--- config.mk ---
export PLATFORM = sky130hd
export DESIGN_NAME = predict_select
export DESIGN_NICKNAME = d
export VERILOG_FILES = /design/src/bpu_types_pkg.sv /design/src/bpu_bus_pkg.sv /design/src/predict_select.sv
export SDC_FILE = /design/constraint.sdc
export NUM_CORES = 1
export LEC_CHECK = 0
export BUFFER_PORTS_ARGS = -buffer_cell sky130_fd_sc_hd__buf_2
export CORE_MARGIN = 3
export CORE_UTILIZATION = 43
export DETAILED_ROUTE_END_ITERATION = 8
export GPL_TIMING_DRIVEN = 0
export PLACE_DENSITY = 0.88
export SLEW_MARGIN = 10
export SYNTH_ARGS = -nofsm -noshare
export SYNTH_HDL_FRONTEND = slang
export SYNTH_SLANG_ARGS = --single-unit
--- constraint.sdc ---
create_clock -name vclk -period 3.8
set_clock_uncertainty 0.2 [all_clocks]
set_input_delay 0.57 -clock vclk [all_inputs]
set_output_delay 0.57 -clock vclk [all_outputs]
set_load 0.02 [all_outputs]
--- src/bpu_types_pkg.sv ---
// branch prediction types
// addresses, branch kinds, counters, bht entries
package bpu_types_pkg;

    // virtual address
    typedef logic [31:0] virt_t;

    // branch kind recorded in each bht entry
    typedef enum logic [2:0] {
        br_none   = 3'd0,
        br_cond   = 3'd1,
        br_jump   = 3'd2,
        br_call   = 3'd3,
        br_return = 3'd4
    } br_type_t;

    // two-bit saturating counter
    typedef logic [1:0] count_t;

    // counter encodings, high bit set means taken
    localparam count_t cnt_snt = 2'b00;
    localparam count_t cnt_wnt = 2'b01;
    localparam count_t cnt_wt  = 2'b10;
    localparam count_t cnt_st  = 2'b11;

    // default bht index width, pc[11:2]
    localparam int bht_index_bits = 10;

    // one bht line
    typedef struct packed {
        logic [19:0] tag;      // pc[31:12]
        virt_t       target;
        br_type_t    br_type;
        count_t      count;
    } bht_entry_t;

endpackage
--- src/bpu_bus_pkg.sv ---
// branch prediction buses
// fetch, verify, flush and prediction bundles
package bpu_bus_pkg;

    import bpu_types_pkg::*;

    // fetch group request
    typedef struct packed {
        logic  valid;
        virt_t pc;
    } fetch_req_t;

    // branch resolution from execute
    typedef struct packed {
        logic       ready;            // valid strobe
        virt_t      pc;
        bht_entry_t predict_entry;    // entry seen at predict time
        logic       predict_success;
        logic       is_taken;
        virt_t      correct_target;
    } verify_t;

    // pipeline flush sources
    typedef struct packed {
        logic exception;
    } flush_t;

    // prediction and correction toward prefetch
    typedef struct packed {
        logic       predict_valid;
        logic       is_taken;
        virt_t      target;
        bht_entry_t entry;
        logic       correction_valid;
        virt_t      correction_target;
    } predict_t;

endpackage

--- src/predict_select.sv ---
// prediction select
// tag compare and target choice by branch kind
`timescale 1ns/1ps

module predict_select
    import bpu_types_pkg::*;
    import bpu_bus_pkg::*;
(
    input  fetch_req_t fetch,
    input  bht_entry_t entry,
    input  virt_t      ras_top,
    input  logic       enable,
    output logic       predict_valid,
    output logic       is_taken,
    output virt_t      target
);

    virt_t pc_add8;
    logic  hit;

    // fall-through past a two-instruction group
    assign pc_add8 = fetch.pc + 32'd8;

    // direct mapped, so only the tag decides
    assign hit = (fetch.pc[31:12] == entry.tag);

    // a known branch on a live fetch while not correcting
    assign predict_valid = enable && fetch.valid && hit && (entry.br_type != br_none);

    always_comb begin
        // default is sequential fetch
        is_taken = 1'b0;
        target   = pc_add8;
        if (predict_valid) begin
            case (entry.br_type)
                br_jump, br_call: begin
                    // unconditional, stored target
                    is_taken = 1'b1;
                    target   = entry.target;
                end
                br_return: begin
                    // target from the stack
                    is_taken = 1'b1;
                    target   = ras_top;
                end
                br_cond: begin
                    // counter high bit gives direction
                    if (entry.count[1]) begin
                        is_taken = 1'b1;
                        target   = entry.target;
                    end
                end
                default: begin
                    is_taken = 1'b0;
                    target   = pc_add8;
                end
            endcase
        end
    end

endmodule

==> flow_metrics.env <==
export IMPL_post_route_drc_count=0
export IMPL_grt_pass1_vias=2348
export IMPL_crit_fanout=7
export IMPL_seqPwrFrac=0
export IMPL_pin_count=157
export IMPL_avgSynthCellArea_um2=6.88
export IMPL_crit_arrival_ps=2640
export IMPL_dp_cells=455
export IMPL_clock_power_share=0
export IMPL_holdWs_ps=1280
export IMPL_cp_data_required_time_ps=3030
export IMPL_drive_gt1_frac=0.452
export IMPL_switching_share=0.555
export IMPL_dieArea_um2=4830
export IMPL_synthCells=252
export IMPL_core_um2=3770
export IMPL_initial_core_util=0.460
export IMPL_endpoint_kind="output port"
export IMPL_cts_hold_buf=0
export IMPL_leakage_uw=0.00116
export IMPL_dp_hpwl_mm=5.75
export IMPL_grt_total_usage=0.260
export IMPL_period_share=0.897
export IMPL_drt_iter0_drc=129
export IMPL_startpoint_type="primary input"
export IMPL_final_cells=455
export IMPL_clkbuf_count=0
export IMPL_post_cts_buffers=0
export IMPL_synth_area_um2=1730
export IMPL_routed_via_density=5.60
export IMPL_dpl_instance_area_um2=2570
export IMPL_p_int_uw=108
export IMPL_grt_max_degree=11
export IMPL_nNetsFinal=533
export IMPL_slew_viol_final=0
export IMPL_maxCapViolations=0
export IMPL_num_antenna_cells=0
export IMPL_antenna_found_initial=0
export IMPL_numPortBuffers=155
export IMPL_dieHeight_um=69.5
export IMPL_areaGrowthSynthToFinish_pct=48.2
export IMPL_gp_routability_congestion=0.860
export IMPL_synth_nets=376
export IMPL_peakVddDrop_v=0.0000570
export IMPL_ctsResizeCount=0
export IMPL_regArea_um2=0
export IMPL_status="completed"
export IMPL_vias=2548
export IMPL_timing_fmax_ghz=0.293
export IMPL_seq_area_frac_synth=0
export IMPL_slew_headroom=0.528
export IMPL_path_class="primary input to output port"
export IMPL_wire_per_inst_um=14.7
export IMPL_rsz0062_at_grt="false"
export IMPL_combPwrFrac=1.000
export IMPL_tightest_slew_ps=707
export IMPL_first_pass_iters=4
export IMPL_setup_viol=0
export IMPL_wl_mm=6.70
export IMPL_hp_class="primary input to output port"
export IMPL_grt_pass1_wl_mm=11.0
export IMPL_place_ws_ps=406
export IMPL_final_cell_area_um2=2570
export IMPL_hold_violations=0
export IMPL_finalWorstSetupSlack_ps=393
export IMPL_power_density_nw_per_um2=94.1
export IMPL_final_antenna_net_count=0
export IMPL_grt_ovfl_total=0
export IMPL_yosys_warnings=0
export IMPL_die_w_um=69.5
export IMPL_rows=22
export IMPL_multiInputGateArea_um2=1590
export IMPL_fin_setup_tns_ps=0
export IMPL_fillers=381
export IMPL_netSwitchingPower_uw=134
export IMPL_yosysUniqueCellTypes=35
export IMPL_seq_cell_count=0
export IMPL_fin_crit_ps=3410
==> worst max-delay path, cell delays in order <==
cell     delay, ps
buf_2          110
ha_1           210
nand4_1        270
or4_1          550
buf_2          190
nor4_1         270
xnor2_1        160
o21ai_2        130
buf_2          180
==> cells in the final DEF, fill, tap and decap left out, drive strengths merged, types with 15 or more instances in the layout <==
master and n:
a22o 15, a22oi 17, buf 159, clkbuf 18
nand4 20, nor4 15, o21ai 32, o31ai 17
xnor2 20, xor2 24
==> logic make-up (layout without fill, tap and decap cells) <==
logic type               Yosys count  after routing  synth area share
XOR/XNOR                          44             44             0.222
adder cells (fa/ha/maj)            1              1           0.00721
buffers and inverters             33            188            0.0815
AO/OA/AOI/OAI                     85             85             0.360
AND/OR/NAND/NOR                   89             89             0.329
==> worst paths after layout <==
| kind | startpoint | end | slack [ps] | depth (start not counted) |
|---|---|---|---|---|
| max | fetch[3] | target[31] | 390 | 9 |
| min | fetch[0] | target[0] | 1280 | 4 |
==> through the flow <==
| stage | util | power (uW) |
|---|---|---|
| detailed placement | 0.681 | 240 |
| finish | 0.681 | 242 |
| global placement | 0.681 | 235 |
| global route | 0.681 | 265 |
| floorplan | - | 123 |
| CTS | 0.681 | 241 |
==> power by group through the flow <==
| stage | clock (uW) | combinational [uW] | sequential [uW] |
|---|---|---|---|
| 5_1_grt | 0 | 265 | 0 |
| 2_1_floorplan | 0 | 123 | 0 |
| 6_report | 0 | 242 | 0 |
| 3_5_place_dp | 0 | 240 | 0 |
| 3_3_place_gp | 0 | 235 | 0 |
| 4_1_cts | 0 | 241 | 0 |
==> routing by layer <==
metal | track usage | vias to the layer above | wire length [um] | share of wire
met4 | 0.0260 | 0 | 68 | 0.010
met3 | 0.0319 | 8 | 459 | 0.068
met2 | 0.456 | 97 | 3290 | 0.49
met5 | 0 | - | 0 | 0
met1 | 0.351 | 1161 | 2880 | 0.43
li1 | - | 1282 | - | -
==> area by class of cell <==
type | instances | area share
inverter | 11 | 0.0161
multi-input combinational | 219 | 0.620
timing repair buffer | 155 | 0.302
tap | 48 | 0.0234
buffer | 22 | 0.0389
==> cell usage after synthesis <==
cell | number | area [um^2]
nand4_4 | 1 | 21.3
a22oi_1 | 17 | 128
ha_1 | 1 | 12.5
nor3_1 | 10 | 50.1
o2111ai_1 | 1 | 8.76
nor2_1 | 11 | 41.3
nand2_1 | 11 | 41.3
xor2_1 | 24 | 210
o2111a_1 | 1 | 11.3
a2111oi_2 | 1 | 15.0
and2_1 | 2 | 12.5
or3_1 | 1 | 6.26
nand4_1 | 19 | 119
buf_2 | 2 | 10.0
nor4_2 | 3 | 37.5
nor4_4 | 3 | 63.8
nor2b_1 | 2 | 12.5
nand2b_1 | 2 | 12.5
xnor2_1 | 20 | 175
nand3_2 | 2 | 20.0
a21oi_1 | 1 | 5.00
clkbuf_1 | 15 | 56.3
nand3_1 | 8 | 40.0
a22o_1 | 15 | 131
clkbuf_2 | 3 | 15.0
buf_4 | 1 | 7.51
inv_1 | 11 | 41.3
or2_2 | 2 | 12.5
and4_1 | 1 | 8.76
or4_1 | 2 | 15.0
buf_6 | 1 | 11.3
o21ai_0 | 22 | 110
o31ai_1 | 17 | 128
nor4_1 | 9 | 56.3
o21ai_2 | 10 | 87.6
(Power assumes the default switching activity.)
