$ cat config.mk
export PLATFORM = sky130hd
export DESIGN_NAME = bpu_ctrl
export DESIGN_NICKNAME = d
export VERILOG_FILES = /design/src/bpu_types_pkg.sv /design/src/bpu_bus_pkg.sv /design/src/bpu_ctrl.sv
export SDC_FILE = /design/constraint.sdc
export NUM_CORES = 1
export LEC_CHECK = 0
export BUFFER_PORTS_ARGS = -buffer_cell sky130_fd_sc_hd__buf_2
export CORE_MARGIN = 8
export CORE_UTILIZATION = 30
export DETAILED_ROUTE_END_ITERATION = 8
export GPL_ROUTABILITY_DRIVEN = 0
export PLACE_DENSITY = 0.8
export SLEW_MARGIN = 20
export SYNTH_ARGS = -nofsm -noshare
export SYNTH_HDL_FRONTEND = slang
export SYNTH_SLANG_ARGS = --single-unit
$ cat constraint.sdc
create_clock -name clk -period 6.4 [get_ports clk]
set_input_delay 0.64 -clock clk [delete_from_list [all_inputs] [get_ports clk]]
set_output_delay 0.64 -clock clk [all_outputs]
set_load 0.02 [all_outputs]
$ cat src/bpu_types_pkg.sv
// branch prediction types
// addresses, branch kinds, counters, bht entries
package bpu_types_pkg;

    // virtual address
    typedef logic [31:0] virt_t;

    // branch kind recorded in each bht entry
    typedef enum logic [2:0] {
        br_none   = 3'd0,
        br_cond   = 3'd1,
        br_jump   = 3'd2,
        br_call   = 3'd3,
        br_return = 3'd4
    } br_type_t;

    // two-bit saturating counter
    typedef logic [1:0] count_t;

    // counter encodings, high bit set means taken
    localparam count_t cnt_snt = 2'b00;
    localparam count_t cnt_wnt = 2'b01;
    localparam count_t cnt_wt  = 2'b10;
    localparam count_t cnt_st  = 2'b11;

    // default bht index width, pc[11:2]
    localparam int bht_index_bits = 10;

    // one bht line
    typedef struct packed {
        logic [19:0] tag;      // pc[31:12]
        virt_t       target;
        br_type_t    br_type;
        count_t      count;
    } bht_entry_t;

endpackage
$ cat src/bpu_bus_pkg.sv
// branch prediction buses
// fetch, verify, flush and prediction bundles
package bpu_bus_pkg;

    import bpu_types_pkg::*;

    // fetch group request
    typedef struct packed {
        logic  valid;
        virt_t pc;
    } fetch_req_t;

    // branch resolution from execute
    typedef struct packed {
        logic       ready;            // valid strobe
        virt_t      pc;
        bht_entry_t predict_entry;    // entry seen at predict time
        logic       predict_success;
        logic       is_taken;
        virt_t      correct_target;
    } verify_t;

    // pipeline flush sources
    typedef struct packed {
        logic exception;
    } flush_t;

    // prediction and correction toward prefetch
    typedef struct packed {
        logic       predict_valid;
        logic       is_taken;
        virt_t      target;
        bht_entry_t entry;
        logic       correction_valid;
        virt_t      correction_target;
    } predict_t;

endpackage

$ cat src/bpu_ctrl.sv
// prediction controller
// correction fsm and stack strobes
`timescale 1ns/1ps

module bpu_ctrl
    import bpu_types_pkg::*;
    import bpu_bus_pkg::*;
(
    input  logic    clk,
    input  logic    rst,
    input  flush_t  flush,
    input  verify_t verify,
    output logic    predict_enable,
    output logic    ras_push,
    output logic    ras_pop,
    output logic    correction_valid,
    output virt_t   correction_target
);

    typedef enum logic {
        st_idle       = 1'b0,
        st_correction = 1'b1
    } state_t;

    state_t state;
    logic   mispredict;

    assign mispredict = verify.ready && !verify.predict_success;

    // correction lasts one cycle, flush drops it
    always_ff @(posedge clk) begin
        if (rst || flush.exception) begin
            state <= st_idle;
        end else if (state == st_correction) begin
            state <= st_idle;
        end else if (mispredict) begin
            state <= st_correction;
        end
    end

    // capture the redirect address on entry to correction
    always_ff @(posedge clk) begin
        if (state == st_idle && mispredict) begin
            correction_target <= verify.correct_target;
        end
    end

    assign predict_enable   = (state == st_idle);
    assign correction_valid = (state == st_correction);

    // one branch has one kind, so never both
    assign ras_push = verify.ready && (verify.predict_entry.br_type == br_call);
    assign ras_pop  = verify.ready && (verify.predict_entry.br_type == br_return);

endmodule

==> parameters.txt <==
Parameter                              Value

Power and ir drop
  Net switching component of the power    84.8 uW
  Total chip power    388 uW
  Logic pwr share    around a tenth
  Internal Power    ~300 uW
  Clock network fraction of design power    25.8%
  Power share of the sequential group    64.4%
  Peak supply drop    0.116 mV
  Proportion of total power due to net switching    21.9%
  PD cells    255 mW/mm^2
  Leakage power figure    0.653 nW

Status
  Status    finished clean

Route
  First-pass iteration count of the detailed router    3
  Residual DRC    0
  Number of DRC markers in iteration 0    33
  Routed length per instance    approximately 15 um
  DRT antenna net count    0
  Routed vias    679
  Routed via count divided by cell count    between 4 and 5
  Routed wire length    2500 um

Synth
  Synthesis warning total    0
  Flop and latch count out of synthesis    33
  Area fraction in compound gates after synthesis    0%
  Cell accounting for the most synthesized area    edfxtp_1
  Post-synthesis net count    166
  Cell area after synthesis    0.00103 sq mm
  Synth Area in Simple Gates    4.37%
  Average cell area after synthesis    26.4 sq um
  Cells after synthesis    39
  Post-synthesis mux area share    0%
  Main combinational cell family by area after synthesis    simple AND/OR/NAND/NOR gates
  XOR/XNOR share of the synthesized area    0%
  Synth top area share    93.3%
  Fraction of the yosys area taken by sequential cells    between 90% and 100%
  Number of distinct library cell variants in the gate-level netlist after synthesis    7
  Adder-cell share of the synthesized area    0%
  Largest cells by area after synthesis    edfxtp_1, nor3b_2, dfxtp_1

Layout
  Number of diodes    0
  Multi-input gate area    51.3 sq um
  Share of final-layout standard cells stronger than drive strength 1    68.9%
  Area Growth Syn to Fin    47.8%
  Nets@finish    roughly 250
  Fill cell instance count of the final layout    318
  Sequential cell area in the final layout    981 sq um
  Utilization after layout    46.0%
  Commonest cells after routing, fill and taps aside    buf_2, edfxtp_1, clkbuf_4
  Most common library cell in the layout ignoring fill and taps    buf_2

Setup path
  Number of buffers and inverters on the critical path    2
  Endpoint of the lowest-slack register-to-register path    correction_target[10]
  Worst Reg2Reg Path Length in Cells    2
  Crit Reg-Reg Startpoint    correction_valid
  Highest net fanout along the worst path    2
  Data required, critical path    5.76 ns
  Slowest stage cell on the critical path    and4b_2
  Most frequent CP cell    buf_2
  CP peak stage delay    0.24 ns
  Kind of capture point of the worst setup path    primary output
  Critical path class    primary input to primary output
  Launching element type of the critical path    primary input
  Arr. time, crit path    between 1 and 1.5 ns
  Kind of cell adding the most delay to the critical path    buffers and inverters
  Crit path cell chain    buf_2 > and4b_2 > buf_2
  Setup slack of the worst register-to-register path    5.15 ns

STA
  Final-report hold violation count    0
  TNS Setup    0 ns
  Unrepaired setup endpoints after global routing    no
  Peak clock frequency supported by timing    562 MHz
  Worst clock skew    0.00341 ns
  Period minus WS final    approximately 1.8 ns
  Relative max-transition margin    73.6%
  Ratio of final minimum period to clock period    27.8%
  Setup-violating endpoint count in the final report    0
  Total count of max-transition violations in the final report    0
  Least-Margin Pin Slew    0.396 ns

Clocking
  Clock sink count    33
  Buffer depth of the longest clock path    2
  H-tree depth reported by CTS    2
  TritonCTS Buffers    5
  TritonCTS clock tree    done
  Count of instances resized after the clock tree is built    0
  # Post-CTS Setup Buffers    0
  Post-cts hold buffer count    0
  Worst skew pair latency    ~0.31 ns
  Clock Tree Root    clkbuf_4
  Reg clk slew, reported paths    around 0.090 ns

Place
  I/O Buffers    75
  Detailed-placement wirelength estimate    approximately 2100 um

Global route
  Via count of the first global-routing pass    758
  Largest net degree at the start of global routing    34
  Number of antenna violations at the first check in global routing    0
  Overall fraction of global-route tracks in use    9.13%
  Final global-route overflow total    0
  Wire length of the first global-routing pass    3570 um

Floorplan
  Cell row count    21
  Height of the die    74.6 um
  Floorplan die area    0.00556 sq mm
  Starting Density    31.1%
  Width of the die    74.6 um
  I/O Pins    163
  Core region area    0.00331 sq mm

Run
  Reported max-cap violation count    0

Worst hold path
  Hold Startpoint    flush
  Hold endpoint    correction_valid
  Hold/Removal Path Class    primary input to register
  Number of cells on the worst hold path    2
## worst max-delay path by stage
| stage | from | end | slack (ns) | cells past startpoint |
|---|---|---|---|---|
| finish | verify[38] | ras_push | 4.62 | 3 |
| global route | verify[38] | ras_push | 4.59 | 3 |
| floorplan | verify[33] | correction_valid | 4.03 | 2 |
| global placement | verify[38] | ras_push | 4.62 | 3 |
| detailed placement | verify[38] | ras_push | 4.62 | 3 |
| CTS | verify[38] | ras_push | 4.62 | 3 |
## registers in the layout (all words and copies together) (netlist names)
| name | cells |
|---|---|
| correction_target | 32 |
| correction_valid | 1 |
## stage by stage
step           setup slack (ns)  instances  hold slack, ns  area, sq um
2_1_floorplan              4.03         39           0.709         1030
3_3_place_gp               4.62        161           0.812         1480
3_5_place_dp               4.62        161           0.815         1480
4_1_cts                    4.62        168           0.457         1520
5_1_grt                    4.59        168           0.452         1520
6_report                   4.62        168           0.481         1520
## Yosys cell counts
cell,count
dfxtp_1,1
nor3_1,1
and4b_2,1
nor3b_2,2
inv_1,1
edfxtp_1,32
nand2_1,1
## logic make-up (layout without fill, tap and decap cells)
kind of cell | count (synthesis) | count (layout)
AND/OR/NAND/NOR | 5 | 5
flip-flops | 33 | 33
buffers and inverters | 1 | 84
## worst register-to-register path, delay by kind of cell (launching register included)
family                 cells  cell delay (ns)
flip-flops                 1             0.35
AND/OR/NAND/NOR            1             0.18
buffers and inverters      1             0.39
## power groups by stage
stage | sequential (mW) | clock, mW | combinational, mW
2_1_floorplan | 0.266 | 0 | 0.00472
3_3_place_gp | 0.254 | 0 | 0.0383
3_5_place_dp | 0.255 | 0 | 0.0392
4_1_cts | 0.250 | 0.108 | 0.0392
5_1_grt | 0.250 | 0.118 | 0.0413
6_report | 0.249 | 0.0998 | 0.0383
## cell type report
cell class	count	area share (%)
Inverter	1	0.247
Multi-Input combinational cell	5	3.37
Sequential cell	33	64.5
Timing Repair Buffer	76	25.2
Clock inverter	1	0.247
Tap cell	46	3.78
Clock buffer	6	2.71
## routing by layer
layer	GRT usage (%)	vias up	share of wire (%)	routed length, um
li1	-	321	-	-
met1	8.34	311	31	774
met2	15.3	42	54	1340
met3	5.53	5	14	353
met4	5.22	0	1.4	35
met5	0	-	0	0
(Power assumes the default switching activity.)
