## config.mk

```make
export PLATFORM = sky130hd
export DESIGN_NAME = ras
export DESIGN_NICKNAME = d
export VERILOG_FILES = /design/src/bpu_types_pkg.sv /design/src/ras.sv /design/src/entry_ram.sv
export SDC_FILE = /design/constraint.sdc
export NUM_CORES = 1
export LEC_CHECK = 0
export BUFFER_PORTS_ARGS = -buffer_cell sky130_fd_sc_hd__buf_2
export CELL_PAD_IN_SITES_DETAIL_PLACEMENT = 1
export CELL_PAD_IN_SITES_GLOBAL_PLACEMENT = 1
export CORE_MARGIN = 2
export CORE_UTILIZATION = 35
export CTS_BUF_LIST = sky130_fd_sc_hd__clkbuf_8
export DETAILED_ROUTE_END_ITERATION = 7
export GPL_TIMING_DRIVEN = 0
export PLACE_DENSITY_LB_ADDON = 0.1
export REMOVE_ABC_BUFFERS = 1
export SYNTH_ARGS = -nofsm -noshare
export SYNTH_HDL_FRONTEND = slang
export SYNTH_SLANG_ARGS = --single-unit
```

## constraint.sdc

```tcl
create_clock -name clk -period 3.4 [get_ports clk]
set_clock_uncertainty 0.15 [all_clocks]
set_input_delay 0.68 -clock clk [delete_from_list [all_inputs] [get_ports clk]]
set_output_delay 0.68 -clock clk [all_outputs]
set_load 0.01 [all_outputs]
```

## src/bpu_types_pkg.sv

```systemverilog
// branch prediction types
// addresses, branch kinds, counters, bht entries
package bpu_types_pkg;

    // virtual address
    typedef logic [31:0] virt_t;

    // branch kind recorded in each bht entry
    typedef enum logic [2:0] {
        br_none   = 3'd0,
        br_cond   = 3'd1,
        br_jump   = 3'd2,
        br_call   = 3'd3,
        br_return = 3'd4
    } br_type_t;

    // two-bit saturating counter
    typedef logic [1:0] count_t;

    // counter encodings, high bit set means taken
    localparam count_t cnt_snt = 2'b00;
    localparam count_t cnt_wnt = 2'b01;
    localparam count_t cnt_wt  = 2'b10;
    localparam count_t cnt_st  = 2'b11;

    // default bht index width, pc[11:2]
    localparam int bht_index_bits = 10;

    // one bht line
    typedef struct packed {
        logic [19:0] tag;      // pc[31:12]
        virt_t       target;
        br_type_t    br_type;
        count_t      count;
    } bht_entry_t;

endpackage
```

## src/ras.sv

```systemverilog
// return address stack
`timescale 1ns/1ps

module ras
    import bpu_types_pkg::*;
#(
    parameter int depth_bits = 3
) (
    input  logic  clk,
    input  logic  rst,
    input  logic  push,
    input  logic  pop,
    input  virt_t push_data,
    output virt_t top
);

    // points at the next free slot
    logic [depth_bits-1:0] ptr;
    logic [depth_bits-1:0] top_addr;

    // pointer wraps in both directions
    always_ff @(posedge clk) begin
        if (rst) begin
            ptr <= '0;
        end else if (push) begin
            ptr <= ptr + 1'b1;
        end else if (pop) begin
            ptr <= ptr - 1'b1;
        end
    end

    // newest entry sits just below the pointer
    assign top_addr = ptr - 1'b1;

    // storage is zeroed on reset, so an empty stack reads zero
    entry_ram #(
        .dtype     (virt_t),
        .addr_bits (depth_bits)
    ) u_stack (
        .clk   (clk),
        .rst   (rst),
        .we    (push),
        .waddr (ptr),
        .wdata (push_data),
        .raddr (top_addr),
        .rdata (top)
    );

endmodule

```

## src/entry_ram.sv

```systemverilog
// entry memory
// one write port, one async read port
`timescale 1ns/1ps

module entry_ram #(
    parameter type dtype = logic [31:0],
    parameter int addr_bits = 4
) (
    input  logic                 clk,
    input  logic                 rst,
    input  logic                 we,
    input  logic [addr_bits-1:0] waddr,
    input  dtype                 wdata,
    input  logic [addr_bits-1:0] raddr,
    output dtype                 rdata
);

    localparam int depth = 1 << addr_bits;

    dtype mem [depth];

    // write at the edge, whole array zeroed on reset
    always_ff @(posedge clk) begin
        if (rst) begin
            for (int i = 0; i < depth; i++) begin
                mem[i] <= '0;
            end
        end else if (we) begin
            mem[waddr] <= wdata;
        end
    end

    // read without delay
    assign rdata = mem[raddr];

endmodule

```

==> results of run 1 <==
[timing repair]
action,CTS,global route
buffers inserted,21,3
resized for setup,22,11
gates cloned,12,3
pin swaps,2,4
hold buffers,0,0
endpoints found under the setup margin,128,52
[worst max-delay path: cells and delay by family, from the launching register on]
kind          cells  cell delay [ns]
fa+ha+maj         1             0.32
buf+inv           5             0.66
flops             1             0.37
mux               1             0.22
simple gates      2             0.33
[metrics by stage]
stage | util | cell area, um2
2_1_floorplan | - | 11900
3_5_place_dp | 0.380 | 13200
6_report | 0.425 | 14800
4_1_cts | 0.421 | 14600
5_1_grt | 0.425 | 14800
3_3_place_gp | 0.368 | 12800
[kinds of logic after synthesis]
logic type                 Yosys count
AOI/OAI and AO/OA                    2
xor gates and xnor gates             3
adders and majority gates            2
buffers and inverters               69
DFF                                259
muxes                              128
and+or+nand+nor                    445
[cell usage in the layout, fill, tap and decap left out, types with 2 or more instances in the layout]
cell type  count
nor3_4         2
clkbuf_8      51
nand2_1        2
clkbuf_16      4
nor2_4         6
and2_1       256
and4_4         5
clkinv_1      12
mux2i_2        2
buf_12         5
or2_4          4
bufbuf_16      3
buf_8          3
or2_2          4
mux2i_1      126
buf_16        18
nor2_1         3
nand2b_1       2
buf_2         66
nand3_1      128
buf_4         15
buf_6          4
inv_1         19
and4_1        27
nand3b_1       2
edfxtp_1     256
xnor2_4        2
inv_6          2
[registers in the layout, summed over array words and instances, names as in the netlist]
register / flops
u_stack.mem: 256
ptr: 3
[worst paths after layout]
| path | slack [ns] | to | cells after the start |
|---|---|---|---|
| hold reg to reg | 0.49 | ptr[1] | 2 |
| hold / removal | 0.30 | ptr[0] | 2 |
| setup / recovery | 0.08 | top[30] | 9 |
| setup reg to reg | 0.30 | u_stack.mem[1][29] | 4 |
[layer usage]
metal,share of wire,vias up
li1,-,3518
met3,0.044,78
met2,0.47,181
met1,0.46,3987
met4,0.025,6
met5,0.00097,-
[power by group]
group          switching, uW  internal, uW  total, uW
registers               52.1          3680       3740
logic                   1200           996       2200
clock network           1310          1440       2760
total                   2570          6120       8690
[cell type report]
| class | instances | area (um2) |
|---|---|---|
| Multi-Input combinational cell | 581 | 4210 |
| Tap cell | 455 | 569 |
| Antenna cell | 1 | 2.50 |
| Clock inverter | 33 | 155 |
| Sequential cell | 259 | 7750 |
| Timing Repair inverter | 2 | 17.5 |
| Clock buffer | 51 | 702 |
| Fill cell | 3613 | 20000 |
| Timing Repair Buffer | 118 | 1330 |
| Inverter | 2 | 23.8 |
==> impl_metrics.toml, run 1 <==
[die]
initial_utilization = 0.356
die_x_um = 192
coreArea_um2 = 34700
std_cell_rows = 68
dieArea_um2 = 36900
die_y_um = 192
ios = 68

[clock_network]
cts_sinks = 259
clkSlewWorstSetupHoldPaths_ns = 0.06
clockBufferDepth = 3
clock_latency_ns = 0.55
root_buffer = "clkbuf_8"
cts_tree = "yes"
h-tree-depth = 2
cts_made_buffers = 49

[yosys]
synth_compound_area_frac = 0.00131
synth_xor_area_frac = 0.00516
syn-cell-area_um2 = 12400
synth_cells = 908
synth-seq-area-share = 0.626
synth_top_family_by_area = "simple AND/OR/NAND/NOR gates"
ys_warn_count = 0
synth_top_area_frac = 0.621
synth-simple-area-share = 0.220
ys_seq_elements = 259
netlist_top_cells_count = "256 x and2_1, 256 x edfxtp_1, 128 x mux2i_1, 128 x nand3_1, 32 x and4_1"
synthMuxAreaShare = 0.104
syn_area_per_cell_um2 = 13.6
synth.distinct_cells = 32
synthFlopType = "edfxtp_1"
synth_adder_area_share = 0.00202
synth_edf_count = 256
synth.area.top_cells = "edfxtp_1 62%, and2_1 13%, mux2i_1 10%, nand3_1 5.2%, and4_1 2.3%"
synth_async_sr_flop_share = 0
synth_area_leader_cell = "edfxtp_1"

[pwr]
leakagePower_uw = 0.00567
peakVddDrop_v = 0.000301
powerDensity_nw_per_um2 = 589
fin_total_pwr_uw = 8690

[placement]
dp_cells = 1378
dp_slack_ns = -1.39
hpwl_um = 17500
io_buffers = 67
gp_congestion = 0.645

[sta]
hold_viol = 0
holdWs_ns = 0.297
setup_viol = 0
layout_min_cycle_time_ns = 3.32
timing.slew.headroom = 0.199
fin_setup_tns_ns = 0
max_freq_mhz = 301
fin_ws_ns = 0.0802
finalCritPeriodShare = 0.976
rsz0062_at_grt = "true"
worst_pin_slew_ns = 1.20
maxSlewViolCount = 0

[routing]
routed_wl_um = 38100
drtIter0Drc = 413
vias = 7770
viasPerCell = 5.17
drc = 0
ant_nets = 0
firstDrtPassIters = 5
wire_per_inst_um = 25.3

[cells_and_area]
post_route_cells_drive_above_1_share = 0.196
area_growth_pct = 19.3
finish.net_count = 1051
finalNonFillerCells = 1502

[worst_setup_path]
cp-end-kind = "output port"
crit_arrival_ns = 2.49
critPathMaxFanout = 11
cp_slowest_cell = "dfxtp_4"
critPathLaunchType = "flop"
crit_type = "reg -> out"
required_ns = 2.57
r2r-start = "ptr[0]"
path_cells = "buf_16, inv_16, ha_4, buf_16, buf_16, mux2i_2, nand3_1, and4_1, buf_6"
cp-startpoint = "ptr[0]"
slowest_delay_ns = 0.37
crit_path_frequent_cell = "buf_16"

[flow_run]
drv_cap = 0

[grt]
grt_usage = 0.210
met3_usage = 0.0420
grt_use_met2 = 0.335
antenna_found_initial = 4
grt_pass1_wl_um = 54900
globalRouteMet1Util = 0.288
overflow = 0
grt_max_degree = 34
grt_pass1_vias = 8328
grt_busiest_layer = "met2"

[hold_path]
hold_class = "in -> reg"
worstHoldStart = "rst"

[status]
status = "finished, final reports clean"
(Power assumes the default switching activity.)
==> run 2, diff against run 1 <==
CTS_BUF_LIST = unset   (was sky130_fd_sc_hd__clkbuf_8)
==> run 2 against run 1 <==
  * Cell count decreased by 1.5%
  * Critical path depth stayed put
  * Sequential power is essentially flat
  * Clock power increased by 20%
  * Highest routed layer unchanged
  * Hold slack got worse by 0.0040 ns
  * Die area stayed put
  * Maximum frequency is 0.89% lower
  * Sequential cell count is the same
  * First-iteration DRC count up 13%
  * Cell area up 1.4%
==> impl_metrics.toml, run 2 (synthesis results as in run 1) <==
[sta]
fin_ws_ns = 0.0502
max_freq_mhz = 299
layout_min_cycle_time_ns = 3.35
worst_pin_slew_ns = 1.21
rsz0062_at_grt = "true"
hold_viol = 0
setup_viol = 0
maxSlewViolCount = 0
timing.slew.headroom = 0.194
finalCritPeriodShare = 0.985

[cells_and_area]
finalNonFillerCells = 1479
post_route_cells_drive_above_1_share = 0.193
mostFrequentLayoutCells = "256 x and2_1, 256 x edfxtp_1, 128 x nand3_1"
finish.net_count = 1036
reg.largest.list = "u_stack.mem x256, ptr x3"
area_growth_pct = 21.0
regMostFlops = "u_stack.mem"
largest_reg_flops = 256

[clock_network]
clockBufferDepth = 3
root_buffer = "clkbuf_16"
cts_tree = "yes"
cts_made_buffers = 31
clkSlewWorstSetupHoldPaths_ns = 0.06
cts_sinks = 259
clock_latency_ns = 0.56
h-tree-depth = 1

[placement]
dp_cells = 1378
dp_slack_ns = -1.39
io_buffers = 67
gp_congestion = 0.645
hpwl_um = 17500

[hold_path]
hold_class = "in -> reg"

[grt]
grt_usage = 0.207
overflow = 0
grt_max_degree = 34
grt_pass1_wl_um = 54400
grt_pass1_vias = 8112
antenna_found_initial = 3

[routing]
wire_per_inst_um = 25.8
routed_wl_um = 38100
drtIter0Drc = 465
vias = 7673
ant_nets = 0
drc = 0
firstDrtPassIters = 4
viasPerCell = 5.19

[worst_setup_path]
crit_arrival_ns = 2.52
cp_slowest_cell = "dfxtp_4"
crit_type = "reg -> out"
critPathMaxFanout = 10
slowest_delay_ns = 0.38
required_ns = 2.57
cp-end-kind = "output port"
crit_path_frequent_cell = "buf_16"
path_cells = "buf_16, inv_16, ha_4, buf_16, buf_4, mux2i_1, nand3_1, and4_1, buf_2"
critPathLaunchType = "flop"

[die]
die_y_um = 192
die_x_um = 192
initial_utilization = 0.356
ios = 68
dieArea_um2 = 36900
std_cell_rows = 68
coreArea_um2 = 34700

[pwr]
leakagePower_uw = 0.00570
peakVddDrop_v = 0.000412
powerDensity_nw_per_um2 = 621

[flow_run]
drv_cap = 0

[status]
status = "finished, final reports clean"
==> run 2: cell types whose count changed in the layout (fill, tap and decap cells not counted), sizes merged <==
| cell | change |
|---|---|
| buf | +2 |
| bufinv | +3 |
| clkbuf | -17 |
| clkinv | +5 |
| inv | -16 |
==> run 2: area by class of cell <==
cell class                 count  area, um2
inverter                       2       23.8
clock inverter                25        225
tap                          455        569
fill                        3552      19700
multi-input combinational    581       4200
sequential                   259       7750
timing repair inverter         2       17.5
antenna                        1       2.50
clock buffer                  33        783
timing repair buffer         121       1400
==> run 2: routing by layer <==
layer	part of all wire	global-route usage
met1	0.47	0.291
met2	0.46	0.338
met3	0.040	0.0292
met4	0.026	0.0543
met5	0.00060	0
==> run 2: final timing paths <==
check | start | to | slack (ns) | depth (start not counted)
worst max-delay path | ptr[0] | top[20] | 0.05 | 9
worst min-delay path | rst | ptr[0] | 0.29 | 2
worst max register to register | ptr[0] | u_stack.mem[1][30] | 0.35 | 4
worst min register to register | ptr[1] | ptr[1] | 0.48 | 2
==> run 2: stage by stage <==
step	power (uW)	hold slack, ns	utilization	instance area, um2	TNS [ns]
floorplan	4870	0.398	-	11900	-177.77
global placement	5570	0.439	0.368	12800	-1511.71
detailed placement	5510	0.451	0.380	13200	-109.03
CTS	9220	0.252	0.425	14700	0
global route	9610	0.287	0.431	15000	-0.0859
finish	9290	0.293	0.431	15000	0
==> run 2: repair_timing <==
item                       4_1_cts  5_1_grt
pin swaps                        2        5
setup endpoints to repair      128       57
gates resized for setup         18        9
buffers inserted                19        6
cloned                          12        5
hold buffers                     0        0
==> run 2: critical path: cells and delay by family (launching register included) <==
kind	cells	cell delay, ns
and+or+nand+nor	2	0.33
muxes	1	0.24
buffers and inverters	5	0.67
adders and majority gates	1	0.33
DFF	1	0.38
==> run 2: report_power, final <==
group | internal [uW] | total [uW] | switching (uW)
Combinational | 1020 | 2240 | 1220
Clock | 1960 | 3320 | 1360
Sequential | 3680 | 3730 | 52.6
==> run 3, diff against run 2 <==
--- a/constraint.sdc
+++ b/constraint.sdc
@@ -3,3 +3,3 @@
 set_input_delay 0.68 -clock clk [delete_from_list [all_inputs] [get_ports clk]]
 set_output_delay 0.68 -clock clk [all_outputs]
-set_load 0.01 [all_outputs]
+set_load 0.02 [all_outputs]
==> run 3 against run 2 <==
  * Utilization grew 0.27 points
  * First-iteration DRC count is 17% lower
  * Count of clock-buffer cells in the layout unchanged
  * Combinational power up 8%
  * Critical path depth is the same
  * Maximum frequency is 0.14% higher
  * Sequential share of layout area decreased by 0.33 points
  * Clock power is essentially flat
  * Critical path type unchanged
  * Largest power group unchanged
==> impl_metrics.toml, run 3 (synthesis results as in run 1) <==
[worst_setup_path]
cp-end-kind = "output port"
required_ns = 2.57
r2r-start = "ptr[2]"
reg2regPathDepth = 4
regToRegEndpoint = "u_stack.mem[6][1]"
crit_arrival_ns = 2.52
crit_end = "top[30]"
crit_type = "reg -> out"
critPathMaxFanout = 11
critPathLaunchType = "flop"
reg2reg_slack_ns = 0.29
cp-startpoint = "ptr[0]"

[sta]
layout_min_cycle_time_ns = 3.35
worst_pin_slew_ns = 1.22
finalCritPeriodShare = 0.984
setup_viol = 0
timing.slew.headroom = 0.186
holdWs_ns = 0.286
hold_viol = 0
max_freq_mhz = 299
maxSlewViolCount = 0
rsz0062_at_grt = "true"
fin_ws_ns = 0.0550

[clock_network]
cts_made_buffers = 31
clkSlewWorstSetupHoldPaths_ns = 0.06
root_buffer = "clkbuf_16"
cts_sinks = 259
clock_latency_ns = 0.55
h-tree-depth = 1
clockBufferDepth = 3
cts_tree = "yes"

[routing]
drc = 0
viasPerCell = 5.18
firstDrtPassIters = 4
vias = 7662
ant_nets = 0
routed_wl_um = 38400
drtIter0Drc = 388
wire_per_inst_um = 26.0

[pwr]
powerDensity_nw_per_um2 = 630
fin_total_pwr_uw = 9490
leakagePower_uw = 0.00572
peakVddDrop_v = 0.000395

[die]
die_x_um = 192
initial_utilization = 0.356
die_y_um = 192
coreArea_um2 = 34700
std_cell_rows = 68
dieArea_um2 = 36900
ios = 68

[cells_and_area]
post_route_cells_drive_above_1_share = 0.203
diodes = 0
finalNonFillerCells = 1480
mostFrequentLayoutCells = "256 x and2_1, 256 x edfxtp_1, 128 x nand3_1"
post-route-util = 0.434
regMostFlops = "u_stack.mem"
finish.net_count = 1038
regArea_um2 = 7750
multi_input_area_um2 = 4240
area_growth_pct = 21.8
final.fill_count = 3554
largest_reg_flops = 256
reg.largest.list = "u_stack.mem x256, ptr x3"

[grt]
grt_pass1_wl_um = 54600
overflow = 0
grt_max_degree = 34
grt_usage = 0.208
antenna_found_initial = 1
grt_pass1_vias = 8175

[placement]
hpwl_um = 17500
gp_congestion = 0.645
dp_cells = 1378
io_buffers = 67
dp_slack_ns = -1.41

[hold_path]
hold_class = "in -> reg"
worstHoldStart = "rst"

[flow_run]
drv_cap = 0

[status]
status = "finished, final reports clean"
run 3: changes by cell type in the layout (fill, tap and decap cells not counted), moves of 2 or more:
cell	delta
buf_2	-8
buf_4	+5
mux2i_1	-5
and4_1	-4
and4_4	+4
buf_6	+4
mux2i_2	+4
clkbuf_16	+2
run 3: per-layer routing:
layer  global-route usage  share of wire  up-vias  routed length (um)
met3               0.0280          0.039       60                1490
met5                    0        0.00029        -                  11
met4               0.0584          0.020        2                 787
met1                0.290           0.47     3958               17900
met2                0.341           0.47      154               18200
li1                     -              -     3488                   -
run 3: worst min-delay path by stage:
stage | endpoint | slack, ns | depth (start not counted)
floorplan | ptr[1] | 0.40 | 2
global placement | ptr[1] | 0.44 | 2
detailed placement | ptr[1] | 0.45 | 2
CTS | ptr[0] | 0.25 | 2
global route | ptr[0] | 0.29 | 2
finish | ptr[0] | 0.29 | 2
run 3: critical path, cell delays in order (launching register included):
cell     delay, ns
dfxtp_4       0.38
buf_16        0.14
inv_16        0.04
ha_4          0.32
buf_16        0.18
buf_16        0.18
mux2i_2       0.22
nand3_1       0.10
and4_1        0.21
buf_4         0.16
run 3: metrics by stage:
step / cell area [um2] / TNS, ns
after floorplan: 11900 / -178.99
after global placement: 12800 / -1512.48
after detailed placement: 13200 / -109.65
after CTS: 14800 / 0
after global routing: 15100 / -0.0867
final: 15100 / 0
run 3: timing repair:
item	in CTS	in global routing
gates resized for setup	25	28
endpoints found under the setup margin	128	56
pin swaps	2	6
setup buffers	22	4
hold buffers	0	0
gates cloned	12	6
run 3: layout make-up:
type	instances	share of cell area
flip-flops and latches	259	0.515
multi-input cells	581	0.281
repair buffers	123	0.0966
clock buffers	33	0.0520
well taps	455	0.0378
clock inverters	25	0.0150
inverters	2	0.00158
repair inverters	2	0.00116
run 3: power breakdown:
group          internal [uW]  total [uW]  switching, uW  leakage (uW)
clock network           1960        3330           1360      0.000499
logic                   1080        2430           1350       0.00255
registers               3680        3740           54.4       0.00268
