===== config.mk =====
export PLATFORM = sky130hd
export DESIGN_NAME = entry_ram
export DESIGN_NICKNAME = d
export VERILOG_FILES = /design/src/entry_ram.sv
export SDC_FILE = /design/constraint.sdc
export NUM_CORES = 1
export LEC_CHECK = 0
export BUFFER_PORTS_ARGS = -buffer_cell sky130_fd_sc_hd__buf_4
export CORE_MARGIN = 4
export CORE_UTILIZATION = 43
export CTS_BUF_LIST = sky130_fd_sc_hd__clkbuf_4 sky130_fd_sc_hd__clkbuf_8
export CTS_CLUSTER_DIAMETER = 150
export CTS_CLUSTER_SIZE = 12
export DETAILED_ROUTE_END_ITERATION = 12
export HOLD_SLACK_MARGIN = 0.1
export PLACE_DENSITY_LB_ADDON = 0.1
export SETUP_SLACK_MARGIN = 0.02
export SLEW_MARGIN = 40
export SYNTH_ARGS = -nofsm -noshare
export SYNTH_HDL_FRONTEND = slang
export SYNTH_SLANG_ARGS = --single-unit

===== constraint.sdc =====
create_clock -name clk -period 2.2 [get_ports clk]
set_input_delay 0.22 -clock clk [delete_from_list [all_inputs] [get_ports clk]]
set_output_delay 0.22 -clock clk [all_outputs]
set_load 0.02 [all_outputs]

===== src/entry_ram.sv =====
// entry memory
// one write port, one async read port
`timescale 1ns/1ps

module entry_ram #(
    parameter type dtype = logic [31:0],
    parameter int addr_bits = 4
) (
    input  logic                 clk,
    input  logic                 rst,
    input  logic                 we,
    input  logic [addr_bits-1:0] waddr,
    input  dtype                 wdata,
    input  logic [addr_bits-1:0] raddr,
    output dtype                 rdata
);

    localparam int depth = 1 << addr_bits;

    dtype mem [depth];

    // write at the edge, whole array zeroed on reset
    always_ff @(posedge clk) begin
        if (rst) begin
            for (int i = 0; i < depth; i++) begin
                mem[i] <= '0;
            end
        end else if (we) begin
            mem[waddr] <= wdata;
        end
    end

    // read without delay
    assign rdata = mem[raddr];

endmodule


==> results of run 1 <==
worst max-delay path, delay by kind of cell, from the launching register on:
| family | cells | cell delay, ns |
|---|---|---|
| DFF | 1 | 0.37 |
| muxes | 1 | 0.47 |
| and+or+nand+nor | 1 | 0.12 |
| AOI/OAI and AO/OA | 1 | 0.24 |
| buffers and inverters | 1 | 0.15 |
layout make-up:
cell class,instances,area [um2],share of cell area [%]
flip-flops and latches,512,15400,58.5
multi-input cells,779,7300,27.8
repair buffers,198,2050,7.80
well taps,688,861,3.27
clock buffers,49,674,2.56
clock inverters,1,30.0,0.114
diodes,2,5.00,0.0190
repair_timing:
item	CTS	global route
gates resized for setup	40	27
endpoints found under the setup margin	32	32
hold buffers	32	0
pin swaps	33	17
hold endpoints to repair	512	0
how the worst max path moves through the flow:
stage / startpoint / to / cells past startpoint / slack, ns
global placement: raddr[0] / rdata[23] / 7 / 0.13
floorplan: waddr[2] / mem[0][0]$_SDFFCE_PN0P_ / 3 / 0.32
global route: mem[3][13]$_SDFFCE_PN0P_ / rdata[13] / 4 / -0.10
detailed placement: raddr[0] / rdata[25] / 7 / 0.14
CTS: mem[3][13]$_SDFFCE_PN0P_ / rdata[13] / 4 / -0.10
finish: mem[2][11]$_SDFFCE_PN0P_ / rdata[11] / 4 / -0.02
routing by layer:
metal  vias up  share of wire (%)
met3        97                5.4
met2       311                 48
met5         -              0.021
li1       5446                  -
met4         2                3.0
met1      6550                 44
placed cells by master (no fill, tap or decap):
cell type	n
nor2b_4	2
buf_6	27
buf_8	1
or2_2	16
nand2_1	24
nand4bb_1	2
nand4b_1	1
buf_12	30
and2_1	480
nand2_2	9
edfxtp_1	512
nor3_2	2
clkbuf_8	49
bufinv_16	1
or4b_4	1
nor3_4	2
nand2b_1	2
dlygate4sd3_1	32
diode_2	2
and2_2	33
a22oi_2	32
mux4_2	128
a22oi_1	32
nor2_4	13
buf_4	108
power groups by stage:
stage / clock network [mW] / registers [mW] / logic, mW
5_1_grt: 5.76 / 11.4 / 2.20
4_1_cts: 5.42 / 11.4 / 2.06
2_1_floorplan: 0 / 11.6 / 1.06
3_3_place_gp: 0 / 11.6 / 1.93
3_5_place_dp: 0 / 11.6 / 1.94
6_report: 5.23 / 11.4 / 2.08
kinds of logic after synthesis:
logic type             Yosys count  synth area share (%)
buffers and inverters          125                  2.20
DFF                            512                  67.2
and+or+nand+nor                587                  15.9
AOI/OAI and AO/OA               64                  2.10
muxes                          128                  12.6
==> results.sh, run 1 <==
export IMPL_first_pass_iters=5
export IMPL_clock_sinks=512
export IMPL_synthFlopType="edfxtp_1"
export IMPL_clk_pin_slew_ns=0.08
export IMPL_fmaxAchievable_ghz=0.451
export IMPL_setup_viol=4
export IMPL_drive_gt1_share_pct=29.5
export IMPL_antenna_found_initial=5
export IMPL_utilization_pct=49.9
export IMPL_power_combinational_fraction_pct=11.1
export IMPL_numPortBuffers=74
export IMPL_vdd_drop_max_mv=0.409
export IMPL_cp_cell_sequence="mux4_2 -> a22oi_2 -> nand2_1 -> buf_6"
export IMPL_status="finished with violations"
export IMPL_design_core_area_um2=52700
export IMPL_cp_max_fo=1
export IMPL_yosysTopAreaCell="edfxtp_1"
export IMPL_cts_made_buffers=48
export IMPL_seqPwrFrac_pct=60.9
export IMPL_drv_slew=0
export IMPL_crit_arrival_ns=2.00
export IMPL_p_per_area_nw_per_um2=711
export IMPL_drc_errors=0
export IMPL_grt_max_degree=33
export IMPL_dieArea_um2=57000
export IMPL_hp_class="input port to register"
export IMPL_wl_per_cell_um=28.2
export IMPL_regMostFlops="mem"
export IMPL_synth_seq_area_share_pct=67.2
export IMPL_cap_viol_max_count=0
export IMPL_area_growth_pct=14.9
export IMPL_critPathLaunchType="register"
export IMPL_finalCriticalPeriod_ns=2.22
export IMPL_grt_ovfl_total=0
export IMPL_grt_pass1_wl_um=92100
export IMPL_final_cell_area_um2=26300
export IMPL_syn_nets=1459
export IMPL_vias_per_cell=5.57
export IMPL_die_y_um=239
export IMPL_cts_max_level=2
export IMPL_switching_power_mw=4.42
export IMPL_yosysMostFrequentCell="edfxtp_1"
export IMPL_report_power_total_mw=18.7
export IMPL_initial_core_util_pct=43.5
export IMPL_synthCells=1416
export IMPL_busiest_layer="met2"
export IMPL_use_met1_pct=31.3
export IMPL_wl_um=62900
export IMPL_finalCritPeriodShare_pct=101
export IMPL_dp_hpwl_um=36600
export IMPL_largest_reg_flops=512
export IMPL_cts_tree="yes"
export IMPL_worst_slew_pin_transition_ns=0.856
export IMPL_swShare_pct=23.6
export IMPL_ant_nets=0
export IMPL_violations="negative setup slack"
export IMPL_grt_use_met3_pct=3.68
export IMPL_fin_cells=2229
export IMPL_crit_required_ns=1.98
export IMPL_dp_cells=2145
export IMPL_synthTopCellsByCount="512 x edfxtp_1, 481 x and2_1, 128 x mux4_2, 97 x clkbuf_1, 64 x a22oi_1"
export IMPL_synth_edf_count=512
export IMPL_ctsRootBufferMaster="clkbuf_8"
export IMPL_drt_initial_drc_count=966
export IMPL_die_w_um=239
export IMPL_placed_area_um2=25000
export IMPL_synth_top_cell_area_share_pct=67.2
export IMPL_p_clk_share_pct=28.0
export IMPL_dp_slack_ns=0.140
export IMPL_cp_end_kind="primary output"
export IMPL_fill_cells=4358
export IMPL_grt_pass1_vias=13100
export IMPL_top_regs="mem: 512 flops"
export IMPL_ys_types=22
export IMPL_max_stage_delay_ns=0.47
export IMPL_holdPathEnd="mem[7][8]$_SDFFCE_PN0P_"
export IMPL_num_io_pins=75
export IMPL_synthArstFlopShare_pct=0
export IMPL_finalSetupTns_ns=-0.0346
export IMPL_whs_path_depth=2
export IMPL_routabilityCongestion=0.759
export IMPL_yosysWarnings=0
export IMPL_cts_setup_buffers=0
export IMPL_hold_viol_final=0
export IMPL_ys_top_cells_by_area="edfxtp_1 67%, and2_1 13%, mux4_2 13%, a22oi_1 2.1%, clkbuf_1 1.6%"
export IMPL_use_met2_pct=36.3
export IMPL_worst_slack_ns=-0.0174
export IMPL_synth_area_um2=22900
export IMPL_holdWs_ns=0.297
export IMPL_num_rows=84
export IMPL_maxSlewHeadroom_pct=42.9
export IMPL_grtUsageTotal_pct=22.4
export IMPL_crit_type="register to primary output"
export IMPL_cpMaxStageDelayCell="mux4_2"
export IMPL_clk_path_buf_depth=3
export IMPL_p_int_mw=14.3
export IMPL_p_leak_nw=9.14
export IMPL_grt_setup_unrepaired="true"
export IMPL_vias=12400
export IMPL_nNetsFinal=1582
export IMPL_hp_start="rst"
export IMPL_postSynthAreaPerCell_um2=16.2
export IMPL_ys_seq_elements=512
(Power assumes the default switching activity.)
==> inputs of run 2 (changes only) <==
Settings changed: BUFFER_PORTS_ARGS -buffer_cell sky130_fd_sc_hd__buf_4 to -buffer_cell sky130_fd_sc_hd__buf_2.
==> results.sh, run 2 (synthesized netlist as in run 1, its figures left out) <==
export IMPL_num_rows=84
export IMPL_antenna_found_initial=4
export IMPL_p_clk_share_pct=28.3
export IMPL_drt_initial_drc_count=1016
export IMPL_first_pass_iters=5
export IMPL_nNetsFinal=1577
export IMPL_hold_viol_final=0
export IMPL_holdPathEnd="mem[8][29]$_SDFFCE_PN0P_"
export IMPL_hp_start="waddr[0]"
export IMPL_crit_type="register to primary output"
export IMPL_cts_max_level=2
export IMPL_ant_nets=0
export IMPL_ctsRootBufferMaster="clkbuf_8"
export IMPL_setup_viol=6
export IMPL_design_core_area_um2=52700
export IMPL_finalSetupTns_ns=-0.116
export IMPL_worst_slew_pin_transition_ns=0.633
export IMPL_seqPwrFrac_pct=60.9
export IMPL_grt_pass1_wl_um=92300
export IMPL_finalCritPeriodShare_pct=102
export IMPL_dieArea_um2=57000
export IMPL_die_y_um=239
export IMPL_top_regs="mem: 512 flops"
export IMPL_grt_setup_unrepaired="true"
export IMPL_crit_arrival_ns=2.03
export IMPL_maxSlewHeadroom_pct=57.8
export IMPL_wl_per_cell_um=28.0
export IMPL_vias=12400
export IMPL_clk_pin_slew_ns=0.09
export IMPL_largest_reg_flops=512
export IMPL_numPortBuffers=74
export IMPL_vias_per_cell=5.58
export IMPL_wl_um=62400
export IMPL_cp_max_fo=1
export IMPL_critPathLaunchType="register"
export IMPL_clock_sinks=512
export IMPL_grt_max_degree=41
export IMPL_whs_path_depth=4
export IMPL_cts_setup_buffers=0
export IMPL_area_growth_pct=14.4
export IMPL_cts_made_buffers=48
export IMPL_routabilityCongestion=0.758
export IMPL_p_per_area_nw_per_um2=715
export IMPL_holdWs_ns=0.370
export IMPL_dp_slack_ns=0.154
export IMPL_grt_ovfl_total=0
export IMPL_vdd_drop_max_mv=0.473
export IMPL_cp_end_kind="primary output"
export IMPL_mostFrequentLayoutCell="edfxtp_1"
export IMPL_finalCriticalPeriod_ns=2.25
export IMPL_grt_pass1_vias=13100
export IMPL_clk_path_buf_depth=3
export IMPL_drv_slew=0
export IMPL_p_int_mw=14.3
export IMPL_crit_required_ns=1.98
export IMPL_cts_tree="yes"
export IMPL_worst_slack_ns=-0.0529
export IMPL_dp_cells=2140
export IMPL_drc_errors=0
export IMPL_regMostFlops="mem"
export IMPL_swShare_pct=23.6
export IMPL_fin_cells=2229
export IMPL_fill_cells=4369
export IMPL_num_io_pins=75
export IMPL_dp_hpwl_um=35700
export IMPL_power_combinational_fraction_pct=10.8
export IMPL_p_leak_nw=9.09
export IMPL_initial_core_util_pct=43.5
export IMPL_status="finished with violations"
export IMPL_grtUsageTotal_pct=22.3
export IMPL_hp_class="input port to register"
export IMPL_drive_gt1_share_pct=29.2
export IMPL_fmaxAchievable_ghz=0.444
export IMPL_violations="negative setup slack"
export IMPL_die_w_um=239
export IMPL_switching_power_mw=4.43
export IMPL_layout_common_cells="512 x edfxtp_1, 480 x and2_1, 128 x mux4_2, 55 x buf_4, 50 x clkbuf_8"
export IMPL_cap_viol_max_count=0
-- run 2: cell count changes in the layout (fill, tap and decap cells not counted), sizes merged --
cell	before	now
diode	2	5
inv	0	1
clkbuf	49	50
buf	166	161
-- run 2: layout make-up --
type | count | area [um2] | area share, %
clock buffers | 50 | 688 | 2.63
clock inverters | 2 | 38.8 | 0.148
well taps | 688 | 861 | 3.29
repair buffers | 193 | 1900 | 7.27
flip-flops and latches | 512 | 15400 | 58.7
multi-input cells | 779 | 7300 | 27.9
diodes | 5 | 12.5 | 0.0478
-- run 2: stage by stage --
step	instance area, um2	util (%)	power, mW
after floorplan	22900	-	12.6
after global placement	24800	47.1	13.5
after detailed placement	24800	47.1	13.5
after CTS	26100	49.6	18.9
after global routing	26200	49.7	19.4
final	26200	49.7	18.7
-- run 2: how the worst max path moves through the flow --
| stage | start | endpoint | depth (start not counted) |
|---|---|---|---|
| after CTS | mem[3][2]$_SDFFCE_PN0P_ | rdata[2] | 4 |
| final | mem[3][31]$_SDFFCE_PN0P_ | rdata[31] | 4 |
| after floorplan | waddr[2] | mem[0][0]$_SDFFCE_PN0P_ | 3 |
| after global placement | raddr[0] | rdata[1] | 6 |
| after detailed placement | raddr[0] | rdata[1] | 6 |
| after global routing | mem[2][11]$_SDFFCE_PN0P_ | rdata[11] | 4 |
-- run 2: worst max-delay path, stage by stage, from the launching register on --
cell and delay, ns:
edfxtp_1 0.40, mux4_2 0.49, a22oi_2 0.19, nand2_2 0.14, buf_6 0.16
-- run 2: what timing repair did --
item / 4_1_cts / 5_1_grt
pin swaps: 45 / 11
setup endpoints to repair: 32 / 32
endpoints found under the hold margin: 512 / 0
hold buffers: 32 / 0
gates resized for setup: 69 / 16
-- run 2: power groups by stage --
stage	logic [mW]	registers, mW	clock network [mW]
detailed placement	1.86	11.6	0
CTS	2.03	11.4	5.47
global route	2.16	11.5	5.84
finish	2.02	11.4	5.30
floorplan	1.06	11.6	0
global placement	1.85	11.6	0
-- run 2: metal layers --
metal	track usage, %	share of wire, %	vias to the layer above
met2	36.1	48	388
met3	4.44	6.2	94
li1	-	-	5428
met4	5.91	2.6	0
met1	31.4	43	6530
met5	0	0	-
==> inputs of run 3 (changes only) <==
Settings changed: CELL_PAD_IN_SITES_DETAIL_PLACEMENT set to 2, CELL_PAD_IN_SITES_GLOBAL_PLACEMENT set to 2.
==> results.sh, run 3 (synthesized netlist as in run 1, its figures left out) <==
export IMPL_die_y_um=239
export IMPL_cts_max_level=2
export IMPL_cpMaxStageDelayCell="mux4_2"
export IMPL_drc_errors=0
export IMPL_drv_slew=0
export IMPL_cp_end_kind="primary output"
export IMPL_seqPwrFrac_pct=60.7
export IMPL_power_combinational_fraction_pct=11.1
export IMPL_regMostFlops="mem"
export IMPL_report_power_total_mw=18.8
export IMPL_swShare_pct=24.3
export IMPL_p_clk_share_pct=28.2
export IMPL_die_w_um=239
export IMPL_hold_viol_final=0
export IMPL_cap_viol_max_count=0
export IMPL_maxSlewHeadroom_pct=62.0
export IMPL_drive_gt1_share_pct=29.1
export IMPL_regArea_um2=15400
export IMPL_area_growth_pct=14.5
export IMPL_wl_per_cell_um=32.0
export IMPL_vias=13000
export IMPL_cp_cell_sequence="mux4_2 -> a22oi_2 -> nand2_1 -> buf_6"
export IMPL_p_per_area_nw_per_um2=719
export IMPL_critPathBufInv=1
export IMPL_dp_hpwl_um=42500
export IMPL_finalCritPeriodShare_pct=104
export IMPL_fin_cells=2228
export IMPL_grt_ovfl_total=0
export IMPL_routabilityCongestion=0.745
export IMPL_crit_path_end="rdata[3]"
export IMPL_cp_depth=4
export IMPL_crit_arrival_ns=2.07
export IMPL_design_core_area_um2=52700
export IMPL_grt_setup_unrepaired="true"
export IMPL_drt_initial_drc_count=1154
export IMPL_crit_path_start="mem[3][3]$_SDFFCE_PN0P_"
export IMPL_worst_slew_pin_transition_ns=0.570
export IMPL_largest_reg_flops=512
export IMPL_num_io_pins=75
export IMPL_fmaxAchievable_ghz=0.436
export IMPL_clk_path_buf_depth=3
export IMPL_holdWs_ns=0.361
export IMPL_finalCriticalPeriod_ns=2.29
export IMPL_cts_tree="yes"
export IMPL_first_pass_iters=5
export IMPL_wl_um=71400
export IMPL_nNetsFinal=1579
export IMPL_switching_power_mw=4.58
export IMPL_mostFrequentLayoutCell="edfxtp_1"
export IMPL_antenna_found_initial=8
export IMPL_max_stage_delay_ns=0.49
export IMPL_crit_type="register to primary output"
export IMPL_dieArea_um2=57000
export IMPL_multiInputGateArea_um2=7280
export IMPL_dp_cells=2142
export IMPL_p_int_mw=14.3
export IMPL_grt_pass1_wl_um=104000
export IMPL_clock_sinks=512
export IMPL_status="finished with violations"
export IMPL_cp_max_fo=1
export IMPL_grt_pass1_vias=14600
export IMPL_crit_required_ns=1.98
export IMPL_ctsRootBufferMaster="clkbuf_8"
export IMPL_ant_nets=0
export IMPL_setup_viol=25
export IMPL_p_leak_nw=9.10
export IMPL_cts_made_buffers=48
export IMPL_grt_max_degree=33
export IMPL_fill_cells=4767
export IMPL_initial_core_util_pct=43.5
export IMPL_cp_top_family="multiplexers"
export IMPL_critPathLaunchType="register"
export IMPL_grtUsageTotal_pct=25.4
export IMPL_layout_common_cells="512 x edfxtp_1, 480 x and2_1, 128 x mux4_2, 53 x buf_2, 51 x buf_4"
export IMPL_hp_class="input port to register"
export IMPL_clk_pin_slew_ns=0.09
export IMPL_worst_slack_ns=-0.0936
export IMPL_vdd_drop_max_mv=0.897
export IMPL_num_rows=84
export IMPL_top_regs="mem: 512 flops"
export IMPL_violations="negative setup slack"
export IMPL_numPortBuffers=74
export IMPL_vias_per_cell=5.85
==> run 3: changes by cell type in the layout (fill, tap and decap cells not counted), moves of 2 or more <==
cell | before | now
a22oi_1 | 30 | 38
a22oi_2 | 34 | 26
buf_12 | 32 | 39
buf_2 | 49 | 53
buf_4 | 55 | 51
buf_6 | 24 | 19
clkinvlp_4 | 0 | 2
diode_2 | 5 | 2
nand2_1 | 28 | 23
nand2_2 | 5 | 10
==> run 3: final cells by class <==
| cell class | instances | share of cell area, % |
|---|---|---|
| flip-flops and latches | 512 | 58.6 |
| well taps | 688 | 3.28 |
| diodes | 2 | 0.0191 |
| clock inverters | 3 | 0.172 |
| clock buffers | 49 | 2.57 |
| multi-input cells | 779 | 27.8 |
| repair buffers | 195 | 7.55 |
==> run 3: per-layer routing <==
layer  GRT usage (%)  wire length [um]  part of all wire (%)
met1            35.1             30500                    43
met2            43.9             36200                    51
met3            3.75              3690                   5.2
met4            4.15              1030                   1.4
met5               0                 0                     0
==> run 3: power by group through the flow <==
stage | Combinational, mW | Sequential, mW | Clock [mW]
3_3_place_gp | 1.90 | 11.6 | 0
5_1_grt | 2.22 | 11.5 | 5.86
2_1_floorplan | 1.06 | 11.6 | 0
3_5_place_dp | 1.95 | 11.7 | 0
4_1_cts | 2.11 | 11.4 | 5.47
6_report | 2.09 | 11.4 | 5.32
==> run 3: what timing repair did <==
item / 4_1_cts / 5_1_grt
hold buffers: 32 / 0
hold endpoints to repair: 512 / 0
pin swaps: 41 / 4
setup endpoints to repair: 32 / 32
buffers inserted: 0 / 0
resized for setup: 64 / 9
==> run 3: how the worst min path moves through the flow <==
stage	from	to	slack, ns	depth (start not counted)
floorplan	wdata[0]	mem[12][0]$_SDFFCE_PN0P_	0.42	1
global route	waddr[3]	mem[10][23]$_SDFFCE_PN0P_	0.35	4
global placement	wdata[13]	mem[5][13]$_SDFFCE_PN0P_	0.68	2
finish	we	mem[10][28]$_SDFFCE_PN0P_	0.36	4
CTS	waddr[3]	mem[10][28]$_SDFFCE_PN0P_	0.30	4
detailed placement	wdata[20]	mem[11][20]$_SDFFCE_PN0P_	0.70	2
==> run 3: per-stage QoR <==
| step | util (%) | TNS, ns | worst slack, ns | area [um2] |
|---|---|---|---|---|
| final | 49.8 | -1.04 | -0.0936 | 26200 |
| after floorplan | - | 0 | 0.316 | 22900 |
| after global placement | 47.3 | 0 | 0.140 | 24900 |
| after CTS | 49.7 | -3.07 | -0.180 | 26200 |
| after detailed placement | 47.3 | 0 | 0.129 | 24900 |
| after global routing | 49.8 | -4.33 | -0.214 | 26200 |
